--- config.mk ---
export PLATFORM = sky130hd
export DESIGN_NAME = clkmgr_top
export DESIGN_NICKNAME = d
export VERILOG_FILES = /design/src/clkmgr_pkg.sv /design/src/ps_if.sv /design/src/clk_gen_model.sv /design/src/phase_stepper.sv /design/src/lock_monitor.sv /design/src/clk_ctrl.sv /design/src/clkmgr_top.sv
export SDC_FILE = /design/constraint.sdc
export NUM_CORES = 1
export LEC_CHECK = 0
export ABC_AREA = 1
export ABC_CLOCK_PERIOD_IN_PS = 2500
export BUFFER_PORTS_ARGS = -buffer_cell sky130_fd_sc_hd__buf_4
export CAP_MARGIN = 20
export CORE_MARGIN = 2
export CORE_UTILIZATION = 40
export DETAILED_ROUTE_END_ITERATION = 8
export GPL_ROUTABILITY_DRIVEN = 0
export GPL_TIMING_DRIVEN = 0
export SLEW_MARGIN = 20
export SYNTH_ARGS = -nofsm -noshare
export SYNTH_HDL_FRONTEND = slang
export SYNTH_SLANG_ARGS = --single-unit
--- constraint.sdc ---
create_clock -name clk_i -period 2.5 [get_ports clk_i]
set_clock_uncertainty 0.05 [all_clocks]
set_input_delay 0.5 -clock clk_i [delete_from_list [all_inputs] [get_ports clk_i]]
set_output_delay 0.5 -clock clk_i [all_outputs]
set_load 0.01 [all_outputs]
--- src/clkmgr_pkg.sv ---
`default_nettype none

package clkmgr_pkg;

	//////////////////////////////////////////////////////////////////////
	// sizes and timing
	//////////////////////////////////////////////////////////////////////

	localparam int CMD_CREDITS    = 2;   // command queue depth
	localparam int CMD_QPTR_W     = $clog2(CMD_CREDITS);
	localparam int RSP_CRED_W     = 4;   // response credit counter
	localparam int RST_CYCLES     = 16;  // mmcm reset pulse length
	localparam int LOCK_CYCLES    = 32;  // model lock delay, per mmcm
	localparam int LOCK_TIMEOUT   = 120; // counted from end of reset
	localparam int PS_DONE_CYCLES = 12;  // psen to psdone
	localparam int RSP_DATA_W     = 14;
	localparam int RSP_POS_W      = 11;  // position bits in status data

	//////////////////////////////////////////////////////////////////////
	// types
	//////////////////////////////////////////////////////////////////////

	typedef enum logic [1:0] {
		OP_RESET  = 2'd0,
		OP_SHIFT  = 2'd1,
		OP_STATUS = 2'd2
	} opcode_t;

	// reset: bit 0 mult path, bit 1 mult mmcm power down
	// shift: signed step count
	typedef logic [7:0] cmd_arg_t;

	typedef logic signed [15:0] phase_pos_t;
	typedef logic [15:0] rsp_t;           // {code, data}
	typedef logic [RSP_DATA_W-1:0] rsp_data_t;
	typedef logic [7:0] cyc_cnt_t;        // holds every timing constant

	typedef enum logic [1:0] {
		RC_OK         = 2'd0,
		RC_TIMEOUT    = 2'd1,
		RC_NOT_LOCKED = 2'd2
	} rsp_code_t;

	typedef enum logic [2:0] {
		ST_IDLE,
		ST_RESET,
		ST_WAIT_LOCK,
		ST_SHIFT,
		ST_RESPOND
	} ctrl_state_t;

endpackage

`default_nettype wire

--- src/ps_if.sv ---
`timescale 1ns/100ps
`default_nettype none

// controller to phase stepper
interface ps_if;
	import clkmgr_pkg::*;

	logic       start;    // one cycle
	phase_pos_t steps;    // signed, valid with start
	logic       busy;
	logic       done;     // one cycle
	phase_pos_t position; // running phase position

	modport ctrl (
		output start,
		output steps,
		input  busy,
		input  done,
		input  position
	);

	modport stepper (
		input  start,
		input  steps,
		output busy,
		output done,
		output position
	);
endinterface

`default_nettype wire

--- src/clk_gen_model.sv ---
`timescale 1ns/100ps
`default_nettype none

module clk_gen_model (
	input  wire        clk_i,
	input  wire        rst_n_i,
	input  wire  [2:0] ctrl_i,       // {mult_sel, pwrdwn, reset}
	input  wire  [1:0] phase_ctrl_i, // {psincdec, psen}
	output logic [1:0] status_o,     // {mult locked, main locked}
	output logic       phase_ctrl_o  // psdone
);
	import clkmgr_pkg::*;

	logic       mmcm_rst;
	logic       mult_pwrdwn;
	logic       mult_sel;
	logic       psen;
	logic       mult_locked;
	logic       main_locked;
	logic       ps_accept;
	cyc_cnt_t   mult_cnt_q;
	cyc_cnt_t   main_cnt_q;
	cyc_cnt_t   ps_cnt_q;

	assign mmcm_rst    = ctrl_i[0];
	assign mult_pwrdwn = ctrl_i[1];
	assign mult_sel    = ctrl_i[2];
	assign psen        = phase_ctrl_i[0];

	assign mult_locked = (mult_cnt_q == cyc_cnt_t'(LOCK_CYCLES));
	assign main_locked = (main_cnt_q == cyc_cnt_t'(LOCK_CYCLES));
	assign status_o    = {mult_locked, main_locked};

	// multiplier mmcm
	always_ff @(posedge clk_i or negedge rst_n_i) begin
		if (!rst_n_i) begin
			mult_cnt_q <= '0;
		end else if (mmcm_rst || mult_pwrdwn) begin
			mult_cnt_q <= '0;
		end else if (!mult_locked) begin
			mult_cnt_q <= mult_cnt_q + 1'b1;
		end
	end

	// main mmcm, chained behind the multiplier when mult_sel is set
	always_ff @(posedge clk_i or negedge rst_n_i) begin
		if (!rst_n_i) begin
			main_cnt_q <= '0;
		end else if (mmcm_rst) begin
			main_cnt_q <= '0;
		end else if (mult_sel && !mult_locked) begin
			main_cnt_q <= '0; // no input clock yet
		end else if (!main_locked) begin
			main_cnt_q <= main_cnt_q + 1'b1;
		end
	end

	//////////////////////////////////////////////////////////////////////
	// fine phase shift
	//////////////////////////////////////////////////////////////////////

	assign ps_accept    = psen && (ps_cnt_q == '0); // psen mid-step is dropped
	assign phase_ctrl_o = (ps_cnt_q == cyc_cnt_t'(1));

	always_ff @(posedge clk_i or negedge rst_n_i) begin
		if (!rst_n_i) begin
			ps_cnt_q <= '0;
		end else begin
			if (ps_accept) begin
				ps_cnt_q <= cyc_cnt_t'(PS_DONE_CYCLES);
			end else if (ps_cnt_q != '0) begin
				ps_cnt_q <= ps_cnt_q - 1'b1;
			end
		end
	end
endmodule

`default_nettype wire

--- src/phase_stepper.sv ---
`timescale 1ns/100ps
`default_nettype none

module phase_stepper (
	input  wire   clk_i,
	input  wire   rst_n_i,
	ps_if.stepper ps,
	output logic  psen_o,
	output logic  psincdec_o,
	input  wire   psdone_i
);
	import clkmgr_pkg::*;

	phase_pos_t steps_abs;
	phase_pos_t remain_q;  // steps still to issue, incl. the one in flight
	phase_pos_t pos_q;
	logic       busy_q;
	logic       done_q;
	logic       psen_q;
	logic       incdec_q;

	assign steps_abs = (ps.steps < 0) ? -ps.steps : ps.steps;

	assign ps.busy     = busy_q;
	assign ps.done     = done_q;
	assign ps.position = pos_q;
	assign psen_o      = psen_q;
	assign psincdec_o  = incdec_q;

	always_ff @(posedge clk_i or negedge rst_n_i) begin
		if (!rst_n_i) begin
			remain_q <= '0;
			pos_q    <= '0;
			busy_q   <= 1'b0;
			done_q   <= 1'b0;
			psen_q   <= 1'b0;
			incdec_q <= 1'b0;
		end else begin
			done_q <= 1'b0;
			psen_q <= 1'b0;
			if (ps.start && !busy_q) begin
				incdec_q <= (ps.steps >= 0); // positive counts increment
				remain_q <= steps_abs;
				if (steps_abs == '0) begin
					done_q <= 1'b1;
				end else begin
					busy_q <= 1'b1;
					psen_q <= 1'b1; // first step
				end
			end else if (busy_q && psdone_i) begin
				pos_q    <= incdec_q ? pos_q + 1'b1 : pos_q - 1'b1;
				remain_q <= remain_q - 1'b1;
				if (remain_q == phase_pos_t'(1)) begin
					busy_q <= 1'b0;
					done_q <= 1'b1;
				end else begin
					psen_q <= 1'b1; // next step right after done
				end
			end
		end
	end
endmodule

`default_nettype wire

--- src/lock_monitor.sv ---
`timescale 1ns/100ps
`default_nettype none

module lock_monitor (
	input  wire  clk_i,
	input  wire  rst_n_i,
	input  wire  restart_i,
	input  wire  mult_sel_i,
	input  wire  locked_main_i,
	input  wire  locked_mult_i,
	output logic mmcm_rst_o,
	output logic finished_o,
	output logic timed_out_o
);
	import clkmgr_pkg::*;

	cyc_cnt_t cnt_q;
	logic     rst_q;
	logic     wait_q;
	logic     fin_q;
	logic     to_q;
	logic     lock_ok;

	// mult path needs both clocks
	assign lock_ok = locked_main_i && (!mult_sel_i || locked_mult_i);

	assign mmcm_rst_o  = rst_q;
	assign finished_o  = fin_q;
	assign timed_out_o = to_q;

	always_ff @(posedge clk_i or negedge rst_n_i) begin
		if (!rst_n_i) begin
			cnt_q  <= '0;
			rst_q  <= 1'b0;
			wait_q <= 1'b0;
			fin_q  <= 1'b0;
			to_q   <= 1'b0;
		end else begin
			fin_q <= 1'b0;
			if (restart_i) begin
				cnt_q  <= '0;
				rst_q  <= 1'b1;
				wait_q <= 1'b0;
				to_q   <= 1'b0;
			end else if (rst_q) begin
				if (cnt_q == cyc_cnt_t'(RST_CYCLES - 1)) begin
					rst_q  <= 1'b0;
					wait_q <= 1'b1;
					cnt_q  <= '0;
				end else begin
					cnt_q <= cnt_q + 1'b1;
				end
			end else if (wait_q) begin
				if (lock_ok) begin
					wait_q <= 1'b0;
					fin_q  <= 1'b1;
				end else if (cnt_q == cyc_cnt_t'(LOCK_TIMEOUT - 1)) begin
					wait_q <= 1'b0;
					fin_q  <= 1'b1;
					to_q   <= 1'b1; // held until next restart
				end else begin
					cnt_q <= cnt_q + 1'b1;
				end
			end
		end
	end
endmodule

`default_nettype wire

--- src/clk_ctrl.sv ---
`timescale 1ns/100ps
`default_nettype none

module clk_ctrl (
	input  wire                  clk_i,
	input  wire                  rst_n_i,
	input  wire                  cmd_valid_i,
	input  wire clkmgr_pkg::opcode_t  cmd_op_i,
	input  wire clkmgr_pkg::cmd_arg_t cmd_arg_i,
	output logic                 cmd_credit_o,
	input  wire                  rsp_credit_i,
	output logic                 rsp_valid_o,
	output clkmgr_pkg::rsp_t     rsp_o,
	ps_if.ctrl                   ps,
	output logic                 restart_o,
	output logic                 mult_sel_o,
	output logic                 pwrdwn_o,
	input  wire                  finished_i,
	input  wire                  timed_out_i,
	input  wire                  locked_main_i,
	input  wire                  locked_mult_i
);
	import clkmgr_pkg::*;

	//////////////////////////////////////////////////////////////////////
	// command queue
	//////////////////////////////////////////////////////////////////////

	opcode_t               q_op [CMD_CREDITS];
	cmd_arg_t              q_arg [CMD_CREDITS];
	logic [CMD_QPTR_W-1:0] wr_ptr_q;
	logic [CMD_QPTR_W-1:0] rd_ptr_q;
	logic [CMD_QPTR_W:0]   q_cnt_q;
	logic                  pop;
	opcode_t               head_op;
	cmd_arg_t              head_arg;
	logic                  credit_q;

	ctrl_state_t           state_q;
	rsp_code_t             code_q;
	phase_pos_t            steps_q;
	logic                  start_q;
	logic                  mult_sel_q;
	logic                  pwrdwn_q;
	logic [RSP_CRED_W-1:0] rsp_cred_q;
	logic                  rsp_send;
	logic                  rsp_valid_q;
	rsp_data_t             rsp_data;

	assign head_op  = q_op[rd_ptr_q];
	assign head_arg = q_arg[rd_ptr_q];
	assign pop      = (state_q == ST_IDLE) && (q_cnt_q != '0) && !ps.busy;

	always_ff @(posedge clk_i) begin
		if (cmd_valid_i) begin
			q_op[wr_ptr_q]  <= cmd_op_i;
			q_arg[wr_ptr_q] <= cmd_arg_i;
		end
	end

	always_ff @(posedge clk_i or negedge rst_n_i) begin
		if (!rst_n_i) begin
			wr_ptr_q <= '0;
			rd_ptr_q <= '0;
			q_cnt_q  <= '0;
			credit_q <= 1'b0;
		end else begin
			credit_q <= pop; // one credit back per removed command
			if (cmd_valid_i) begin
				wr_ptr_q <= wr_ptr_q + 1'b1;
			end
			if (pop) begin
				rd_ptr_q <= rd_ptr_q + 1'b1;
			end
			if (cmd_valid_i && !pop) begin
				q_cnt_q <= q_cnt_q + 1'b1;
			end else if (pop && !cmd_valid_i) begin
				q_cnt_q <= q_cnt_q - 1'b1;
			end
		end
	end

	assign cmd_credit_o = credit_q;

	//////////////////////////////////////////////////////////////////////
	// sequencing
	//////////////////////////////////////////////////////////////////////

	assign restart_o  = (state_q == ST_RESET);
	assign mult_sel_o = mult_sel_q;
	assign pwrdwn_o   = pwrdwn_q;
	assign ps.start   = start_q;
	assign ps.steps   = steps_q;

	always_ff @(posedge clk_i) begin
		if (pop) begin
			steps_q <= phase_pos_t'(signed'(head_arg)); // sign extend
		end
	end

	always_ff @(posedge clk_i or negedge rst_n_i) begin
		if (!rst_n_i) begin
			state_q    <= ST_IDLE;
			code_q     <= RC_OK;
			start_q    <= 1'b0;
			mult_sel_q <= 1'b0;
			pwrdwn_q   <= 1'b0;
		end else begin
			start_q <= 1'b0;
			case (state_q)
				ST_IDLE: begin
					if (pop) begin
						case (head_op)
							OP_RESET: begin
								mult_sel_q <= head_arg[0];
								pwrdwn_q   <= head_arg[1];
								state_q    <= ST_RESET;
							end
							OP_SHIFT: begin
								if (!locked_main_i) begin
									code_q  <= RC_NOT_LOCKED; // no steps taken
									state_q <= ST_RESPOND;
								end else begin
									start_q <= 1'b1;
									state_q <= ST_SHIFT;
								end
							end
							OP_STATUS: begin
								code_q  <= timed_out_i ? RC_TIMEOUT : RC_OK;
								state_q <= ST_RESPOND;
							end
							default: begin
								code_q  <= RC_OK;
								state_q <= ST_RESPOND;
							end
						endcase
					end
				end
				ST_RESET: state_q <= ST_WAIT_LOCK; // restart pulse out
				ST_WAIT_LOCK: begin
					if (finished_i) begin
						code_q  <= timed_out_i ? RC_TIMEOUT : RC_OK;
						state_q <= ST_RESPOND;
					end
				end
				ST_SHIFT: begin
					if (ps.done) begin
						code_q  <= RC_OK;
						state_q <= ST_RESPOND;
					end
				end
				ST_RESPOND: begin
					if (rsp_send) begin
						state_q <= ST_IDLE;
					end
				end
				default: state_q <= ST_IDLE;
			endcase
		end
	end

	//////////////////////////////////////////////////////////////////////
	// response
	//////////////////////////////////////////////////////////////////////

	// {main lock, mult lock, timed out, position}
	assign rsp_data = {locked_main_i, locked_mult_i, timed_out_i, ps.position[RSP_POS_W-1:0]};
	assign rsp_send = (state_q == ST_RESPOND) && (rsp_cred_q != '0);

	always_ff @(posedge clk_i or negedge rst_n_i) begin
		if (!rst_n_i) begin
			rsp_cred_q  <= '0;
			rsp_valid_q <= 1'b0;
		end else begin
			rsp_valid_q <= rsp_send;
			if (rsp_credit_i && !rsp_send) begin
				rsp_cred_q <= rsp_cred_q + 1'b1;
			end else if (rsp_send && !rsp_credit_i) begin
				rsp_cred_q <= rsp_cred_q - 1'b1;
			end
		end
	end

	always_ff @(posedge clk_i) begin
		if (rsp_send) begin
			rsp_o <= {code_q, rsp_data};
		end
	end

	assign rsp_valid_o = rsp_valid_q;
endmodule

`default_nettype wire

--- src/clkmgr_top.sv ---
`timescale 1ns/100ps
`default_nettype none

module clkmgr_top (
	input  wire                       clk_i,
	input  wire                       rst_n_i,
	input  wire                       cmd_valid_i,
	input  wire clkmgr_pkg::opcode_t  cmd_op_i,
	input  wire clkmgr_pkg::cmd_arg_t cmd_arg_i,
	output logic                      cmd_credit_o,
	input  wire                       rsp_credit_i,
	output logic                      rsp_valid_o,
	output clkmgr_pkg::rsp_t          rsp_o,
	output logic                      locked_o,
	output logic                      psen_o
);
	ps_if ps ();

	logic       restart;
	logic       mult_sel;
	logic       pwrdwn;
	logic       finished;
	logic       timed_out;
	logic       mmcm_rst;
	logic [1:0] gen_status; // {mult, main}
	logic       psen;
	logic       psincdec;
	logic       psdone;

	assign locked_o = gen_status[0];
	assign psen_o   = psen;

	clk_ctrl u_ctrl (
		.clk_i         (clk_i),
		.rst_n_i       (rst_n_i),
		.cmd_valid_i   (cmd_valid_i),
		.cmd_op_i      (cmd_op_i),
		.cmd_arg_i     (cmd_arg_i),
		.cmd_credit_o  (cmd_credit_o),
		.rsp_credit_i  (rsp_credit_i),
		.rsp_valid_o   (rsp_valid_o),
		.rsp_o         (rsp_o),
		.ps            (ps.ctrl),
		.restart_o     (restart),
		.mult_sel_o    (mult_sel),
		.pwrdwn_o      (pwrdwn),
		.finished_i    (finished),
		.timed_out_i   (timed_out),
		.locked_main_i (gen_status[0]),
		.locked_mult_i (gen_status[1])
	);

	phase_stepper u_stepper (
		.clk_i      (clk_i),
		.rst_n_i    (rst_n_i),
		.ps         (ps.stepper),
		.psen_o     (psen),
		.psincdec_o (psincdec),
		.psdone_i   (psdone)
	);

	lock_monitor u_lock_mon (
		.clk_i         (clk_i),
		.rst_n_i       (rst_n_i),
		.restart_i     (restart),
		.mult_sel_i    (mult_sel),
		.locked_main_i (gen_status[0]),
		.locked_mult_i (gen_status[1]),
		.mmcm_rst_o    (mmcm_rst),
		.finished_o    (finished),
		.timed_out_o   (timed_out)
	);

	clk_gen_model u_gen (
		.clk_i        (clk_i),
		.rst_n_i      (rst_n_i),
		.ctrl_i       ({mult_sel, pwrdwn, mmcm_rst}),
		.phase_ctrl_i ({psincdec, psen}),
		.status_o     (gen_status),
		.phase_ctrl_o (psdone)
	);
endmodule

`default_nettype wire

==> results of run 1 <==
[where the power goes]
group | internal (mW) | switching (mW) | leakage, nW
logic | 0.868 | 1.32 | 1.70
registers | 2.74 | 0.311 | 1.57
clock network | 1.45 | 0.882 | 0.264
[worst paths after layout]
path / depth (start not counted) / start / slack (ns) / end
worst min register to register: 0 / u_ctrl.code_q[0] / 0.41 / u_ctrl.rsp_o[14]
worst max-delay path: 11 / u_ctrl.state_q[2] / 0.24 / u_ctrl.rsp_cred_q[3]
worst max register to register: 11 / u_ctrl.state_q[2] / 0.24 / u_ctrl.rsp_cred_q[3]
min in group clk_i: 1 / cmd_arg_i[3] / 0.22 / u_ctrl.q_arg[0][3]
worst min-delay path: 1 / rst_n_i / 0.07 / u_gen.ps_cnt_q[4]
max in group asynchronous: 1 / rst_n_i / 1.77 / u_gen.main_cnt_q[5]
[metrics by stage]
stage	cells	total power [mW]	instance area, um^2	utilization	setup WS, ns
after floorplan	666	4.657	6495	-	0.4898
after global placement	915	5.201	7013	0.4415	0.3039
after detailed placement	915	5.298	7013	0.4415	0.1922
after CTS	947	7.669	7567	0.4764	0.1918
after global routing	947	8.125	7571	0.4766	0.003801
final	947	7.573	7571	0.4766	0.2429
[kinds of logic (layout without fill, tap and decap cells)]
group           Yosys count  count (layout)  synth area share
buf+inv                  97             162           0.05952
simple gates            271             271            0.2082
flops                   129             129            0.5309
compound gates          103             103           0.09112
mux                      10              10           0.01734
xor+xnor                 30              30           0.04045
fa+ha+maj                26              26           0.05240
[sequential cells by signal (all words and copies together), names as in the netlist, 2 cells and up]
signal and count:
u_ctrl.q_arg 16, u_ctrl.rsp_o 16, u_stepper.remain_q 16, u_stepper.ps.position 11
u_ctrl.ps.steps 8, u_gen.main_cnt_q 8, u_gen.mult_cnt_q 8, u_gen.ps_cnt_q 8
u_lock_mon.cnt_q 8, u_ctrl.q_op 4, u_ctrl.rsp_cred_q 4, u_ctrl.state_q 3
u_ctrl.code_q 2, u_ctrl.q_cnt_q 2
[critical path, cell delays in order, from the launching register on]
cell and delay, ns:
dfrtp_1 0.41, inv_1 0.09, nor3_1 0.21, nand2_1 0.12, ha_1 0.23, inv_1 0.12
ha_1 0.25, a21o_1 0.16, a21oi_1 0.16, nor2_1 0.07, nor2_1 0.15, xor2_1 0.16
[Yosys cell counts, drive strengths merged, types with 8 or more instances]
master	instances
nand3	42
dfrtp	85
nand4	12
nor2	62
edfxtp	44
ha	24
nand3b	8
xor2	20
nor3	21
inv	89
a21oi	32
nand2	117
xnor2	10
mux2	10
o21ai	52
[layout make-up]
class,instances,area (um^2)
Clock inverter,12,117.6
Tap cell,216,270.3
Buffer,7,48.80
Inverter,90,337.8
Clock buffer,20,436.7
Timing Repair Buffer,33,251.5
Multi-Input combinational cell,440,2660
Fill cell,1528,8314
Sequential cell,129,3448
[routing by layer]
| metal | routed length (um) | track usage | vias to the layer above | share of wire |
|---|---|---|---|---|
| met4 | 136 | 0.04952 | 0 | 0.011 |
| met5 | 0 | 0 | - | 0 |
| met1 | 5598 | 0.1856 | 2226 | 0.45 |
| met3 | 420 | 0.04861 | 12 | 0.034 |
| met2 | 6282 | 0.2670 | 54 | 0.51 |
| li1 | - | - | 2345 | - |
==> results.json, run 1 <==
{
  "post-route-period-util": 0.9028,
  "finalSetupViolations": 0,
  "drtIter0Drc": 229,
  "core_region_area_um2": 15890,
  "power_density_nw_per_um2": 1000,
  "rows": 46,
  "arrival_ns": 2.55,
  "cp-start-kind": "flop",
  "holdWs_ns": 0.07185,
  "drt_wl_total_mm": 12.44,
  "die_x_um": 131.4,
  "synth_ff_type": "dfrtp_1",
  "worst-setup-path-type": "reg2reg",
  "drc": 0,
  "start_util": 0.4089,
  "vias_per_cell": 4.897,
  "ys_types": 48,
  "final_common_cell": "nand2_1",
  "vias": 4637,
  "finalMaxSlewViolations": 0,
  "ioPinCount": 34,
  "diodes": 0,
  "wire_per_inst_um": 13.13,
  "cp-end-kind": "flop",
  "worstMarginPinSlew_ns": 0.7839,
  "peakVddDrop_mv": 0.7726,
  "clk_pin_slew_ns": 0.06,
  "ys_warn_count": 0,
  "cts_tree": "done",
  "clkLatencyLatePin_ns": 0.42,
  "yosys-top-cells-area": "dfrtp_1, edfxtp_1, nand2_1, ha_1, inv_1",
  "grt_use_total": 0.1553,
  "synthCells": 666,
  "hpwl_mm": 8.754,
  "cts_hold_buf": 0,
  "cts_setup_buffers": 0,
  "fin_tns_setup_ns": 0,
  "ys_seq_area_frac": 0.5309,
  "die-area_um2": 17270,
  "synth_edf_count": 44,
  "clockBufferDepth": 2,
  "syn-num-nets": 706,
  "synth.largest_area_cell": "dfrtp_1",
  "fmax_mhz": 443.0,
  "power.leakage_nw": 3.531,
  "cts_max_level": 4,
  "rsz0062_at_grt": "no",
  "avgSynthCellArea_um2": 9.752,
  "first_global_vias": 4699,
  "area_growth_pct": 16.57,
  "fp.dieH_um": 131.4,
  "cts_resized": 0,
  "ys_ff_latch": 129,
  "grt_overflow": 0,
  "critical_path_required_ns": 2.80,
  "hold_class": "in2async",
  "final_cell_mix": "nand2_1, dfrtp_1, inv_1",
  "grt_max_degree": 86,
  "min_period_ns": 2.257,
  "layout.nets": 758,
  "syn_area_um2": 6495,
  "portBuffers": 33,
  "cts_sinks": 129,
  "grt_pass1_wl_mm": 21.64,
  "slew-limit-headroom": 0.4755,
  "yosysTopAreaCellShare": 0.3275,
  "hold_violations": 0,
  "drive_gt1_frac": 0.1696,
  "cts_inserted_buffers": 17,
  "maxCapViolations": 0,
  "grt_antenna_before_repair": 0,
  "ant_nets": 0,
  "outcome": "complete, no violations",
  "crit_fanout": 3,
  "first_pass_iters": 4,
  "cts-root-buf": "clkbuf_16",
  "async_flop_share": 0.6589
}
(Power assumes the default switching activity.)
==> run 2: changes to the inputs <==
--- a/config.mk
+++ b/config.mk
@@ -5,7 +5,6 @@
 export SDC_FILE = /design/constraint.sdc
 export NUM_CORES = 1
 export LEC_CHECK = 0
-export ABC_AREA = 1
 export ABC_CLOCK_PERIOD_IN_PS = 2500
 export BUFFER_PORTS_ARGS = -buffer_cell sky130_fd_sc_hd__buf_4
 export CAP_MARGIN = 20
==> results.json, run 2 <==
{
  "worst-setup-path-type": "reg2reg",
  "drc": 0,
  "final_cell_mix": "dfrtp_1, nor2_1, edfxtp_1",
  "clockBufferDepth": 2,
  "cts_inserted_buffers": 17,
  "reg_top3": "u_ctrl.q_arg x16, u_ctrl.rsp_o x16, u_stepper.remain_q x16",
  "slowest_delay_ns": 0.57,
  "cp_cell_sequence": "or4_4 -> nand3_4 -> ha_4 -> inv_2 -> ha_1 -> a21o_1 -> a21oi_2 -> xnor2_1 -> nor2_1 -> xor2_1",
  "fp.dieH_um": 130.2,
  "area_growth_pct": 19.93,
  "power.leakage_nw": 3.222,
  "drive_gt1_frac": 0.1842,
  "maxCapViolations": 0,
  "synth_most_common_cell": "dfrtp_1",
  "core_region_area_um2": 15710,
  "yosys-top-cells-area": "dfrtp_1, edfxtp_1, ha_1, xor2_1, nor2_1",
  "cts_hold_buf": 0,
  "grt_antenna_before_repair": 0,
  "synthCells": 572,
  "ys_types": 66,
  "post-route-period-util": 0.9567,
  "synth.largest_area_cell": "dfrtp_1",
  "async_flop_share": 0.6589,
  "synth_ff_type": "dfrtp_1",
  "min_period_ns": 2.392,
  "outcome": "complete, no violations",
  "clk_pin_slew_ns": 0.06,
  "ys_warn_count": 0,
  "clkLatencyLatePin_ns": 0.42,
  "cts_tree": "done",
  "die-area_um2": 16950,
  "final_area_um2": 7641,
  "cts_sinks": 129,
  "vias": 4462,
  "wire_per_inst_um": 14.58,
  "hold_class": "in2async",
  "diodes": 0,
  "avgSynthCellArea_um2": 11.14,
  "first_pass_iters": 5,
  "worstMarginPinSlew_ns": 0.8660,
  "cts_max_level": 4,
  "ys_top_cells_by_count": "dfrtp_1, nor2_1, edfxtp_1",
  "arrival_ns": 2.65,
  "cp-end-kind": "flop",
  "portBuffers": 33,
  "die_x_um": 130.2,
  "grt_use_total": 0.1624,
  "finalMaxSlewViolations": 0,
  "grt_overflow": 0,
  "grt_max_degree": 86,
  "slew-limit-headroom": 0.4215,
  "grt_pass1_wl_mm": 21.37,
  "syn-num-nets": 612,
  "final_common_cell": "dfrtp_1",
  "start_util": 0.4055,
  "rsz0062_at_grt": "no",
  "critical_path_required_ns": 2.76,
  "ant_nets": 0,
  "ys_ff_latch": 129,
  "drtIter0Drc": 253,
  "cts-root-buf": "clkbuf_16",
  "ioPinCount": 34,
  "design_power_total_mw": 7.646,
  "rows": 46,
  "peakVddDrop_mv": 0.5827,
  "crit_fanout": 3,
  "synth_edf_count": 44,
  "fill_cells": 1408,
  "layout.nets": 673,
  "yosysTopAreaCellShare": 0.3339,
  "vias_per_cell": 5.176,
  "cp-start-kind": "flop",
  "drt_wl_total_mm": 12.57,
  "hold_violations": 0,
  "hpwl_mm": 8.566,
  "power_density_nw_per_um2": 1001,
  "fmax_mhz": 418.1,
  "ys_seq_area_frac": 0.5412,
  "finalSetupViolations": 0,
  "r2r_cells": 10,
  "syn_area_um2": 6371,
  "cp_slowest_cell": "or4_4",
  "placed_cell_area_um2": 6889,
  "first_global_vias": 4551
}
[run 2: routing by layer]
layer | wire length (um) | vias to the layer above | GRT usage
met1 | 5596 | 2164 | 0.1977
met5 | 0 | - | 0
met4 | 262 | 0 | 0.07147
li1 | - | 2207 | -
met2 | 6267 | 69 | 0.2713
met3 | 446 | 22 | 0.04469
[run 2: path summary, 6_finish.rpt]
path | from | slack [ns] | to
worst min register to register | u_ctrl.code_q[0] | 0.41 | u_ctrl.rsp_o[14]
worst max register to register | u_ctrl.rsp_cred_q[1] | 0.11 | u_ctrl.rsp_cred_q[3]
worst max-delay path | u_ctrl.rsp_cred_q[1] | 0.11 | u_ctrl.rsp_cred_q[3]
min in group clk_i | cmd_arg_i[4] | 0.21 | u_ctrl.q_arg[1][4]
worst min-delay path | rst_n_i | 0.1 | u_stepper.remain_q[10]
max in group asynchronous | rst_n_i | 1.74 | u_stepper.psincdec_o
[run 2: kinds of logic after synthesis]
family | after synthesis | synth area share
AND/OR/NAND/NOR | 208 | 0.1732
flip-flops | 129 | 0.5412
AO/OA/AOI/OAI | 100 | 0.1053
XOR/XNOR | 47 | 0.06461
buffers and inverters | 40 | 0.02514
adder cells (fa/ha/maj) | 26 | 0.05342
multiplexers | 22 | 0.03712
[run 2: final cells by class]
| cell class | count | area (um^2) | share of cell area |
|---|---|---|---|
| buffer | 17 | 73.82 | 0.009661 |
| clock buffer | 18 | 429.2 | 0.05617 |
| clock inverter | 14 | 182.7 | 0.02391 |
| inverter | 23 | 90.09 | 0.01179 |
| multi-input combinational | 403 | 2824 | 0.3696 |
| sequential | 129 | 3452 | 0.4518 |
| tap | 216 | 270.3 | 0.03537 |
| timing repair buffer | 42 | 319.1 | 0.04176 |
[run 2: power by group]
group          total [mW]  internal (mW)  switching (mW)
combinational        2.11          0.957            1.16
sequential           3.01           2.72           0.282
clock                2.53           1.58           0.944
[run 2: critical path, delay by kind of cell (launching register included)]
| family | cells | cell delay (ns) |
|---|---|---|
| adder cells (fa/ha/maj) | 2 | 0.41 |
| XOR/XNOR | 2 | 0.27 |
| AO/OA/AOI/OAI | 2 | 0.30 |
| AND/OR/NAND/NOR | 3 | 0.77 |
| flip-flops | 1 | 0.42 |
| buffers and inverters | 1 | 0.05 |
[run 2: stage by stage]
stage               setup TNS, ns  setup slack, ns  instances  hold WS [ns]    util
floorplan                       0           0.1418        572        0.1544       -
global placement          -0.1354          -0.1144        821        0.3925  0.4384
detailed placement        -0.3256          -0.2257        821        0.3944  0.4384
CTS                      -0.06956         -0.06956        856        0.1920  0.4803
global route                    0         0.007104        862        0.1451  0.4863
finish                          0           0.1083        862       0.09573  0.4863
[run 2: repair_timing]
| action | CTS | global route |
|---|---|---|
| pin swaps | 0 | 3 |
| setup buffers | 3 | 6 |
| endpoints found under the hold margin | 0 | 0 |
| gates resized for setup | 7 | 12 |
| endpoints found under the setup margin | 3 | 15 |
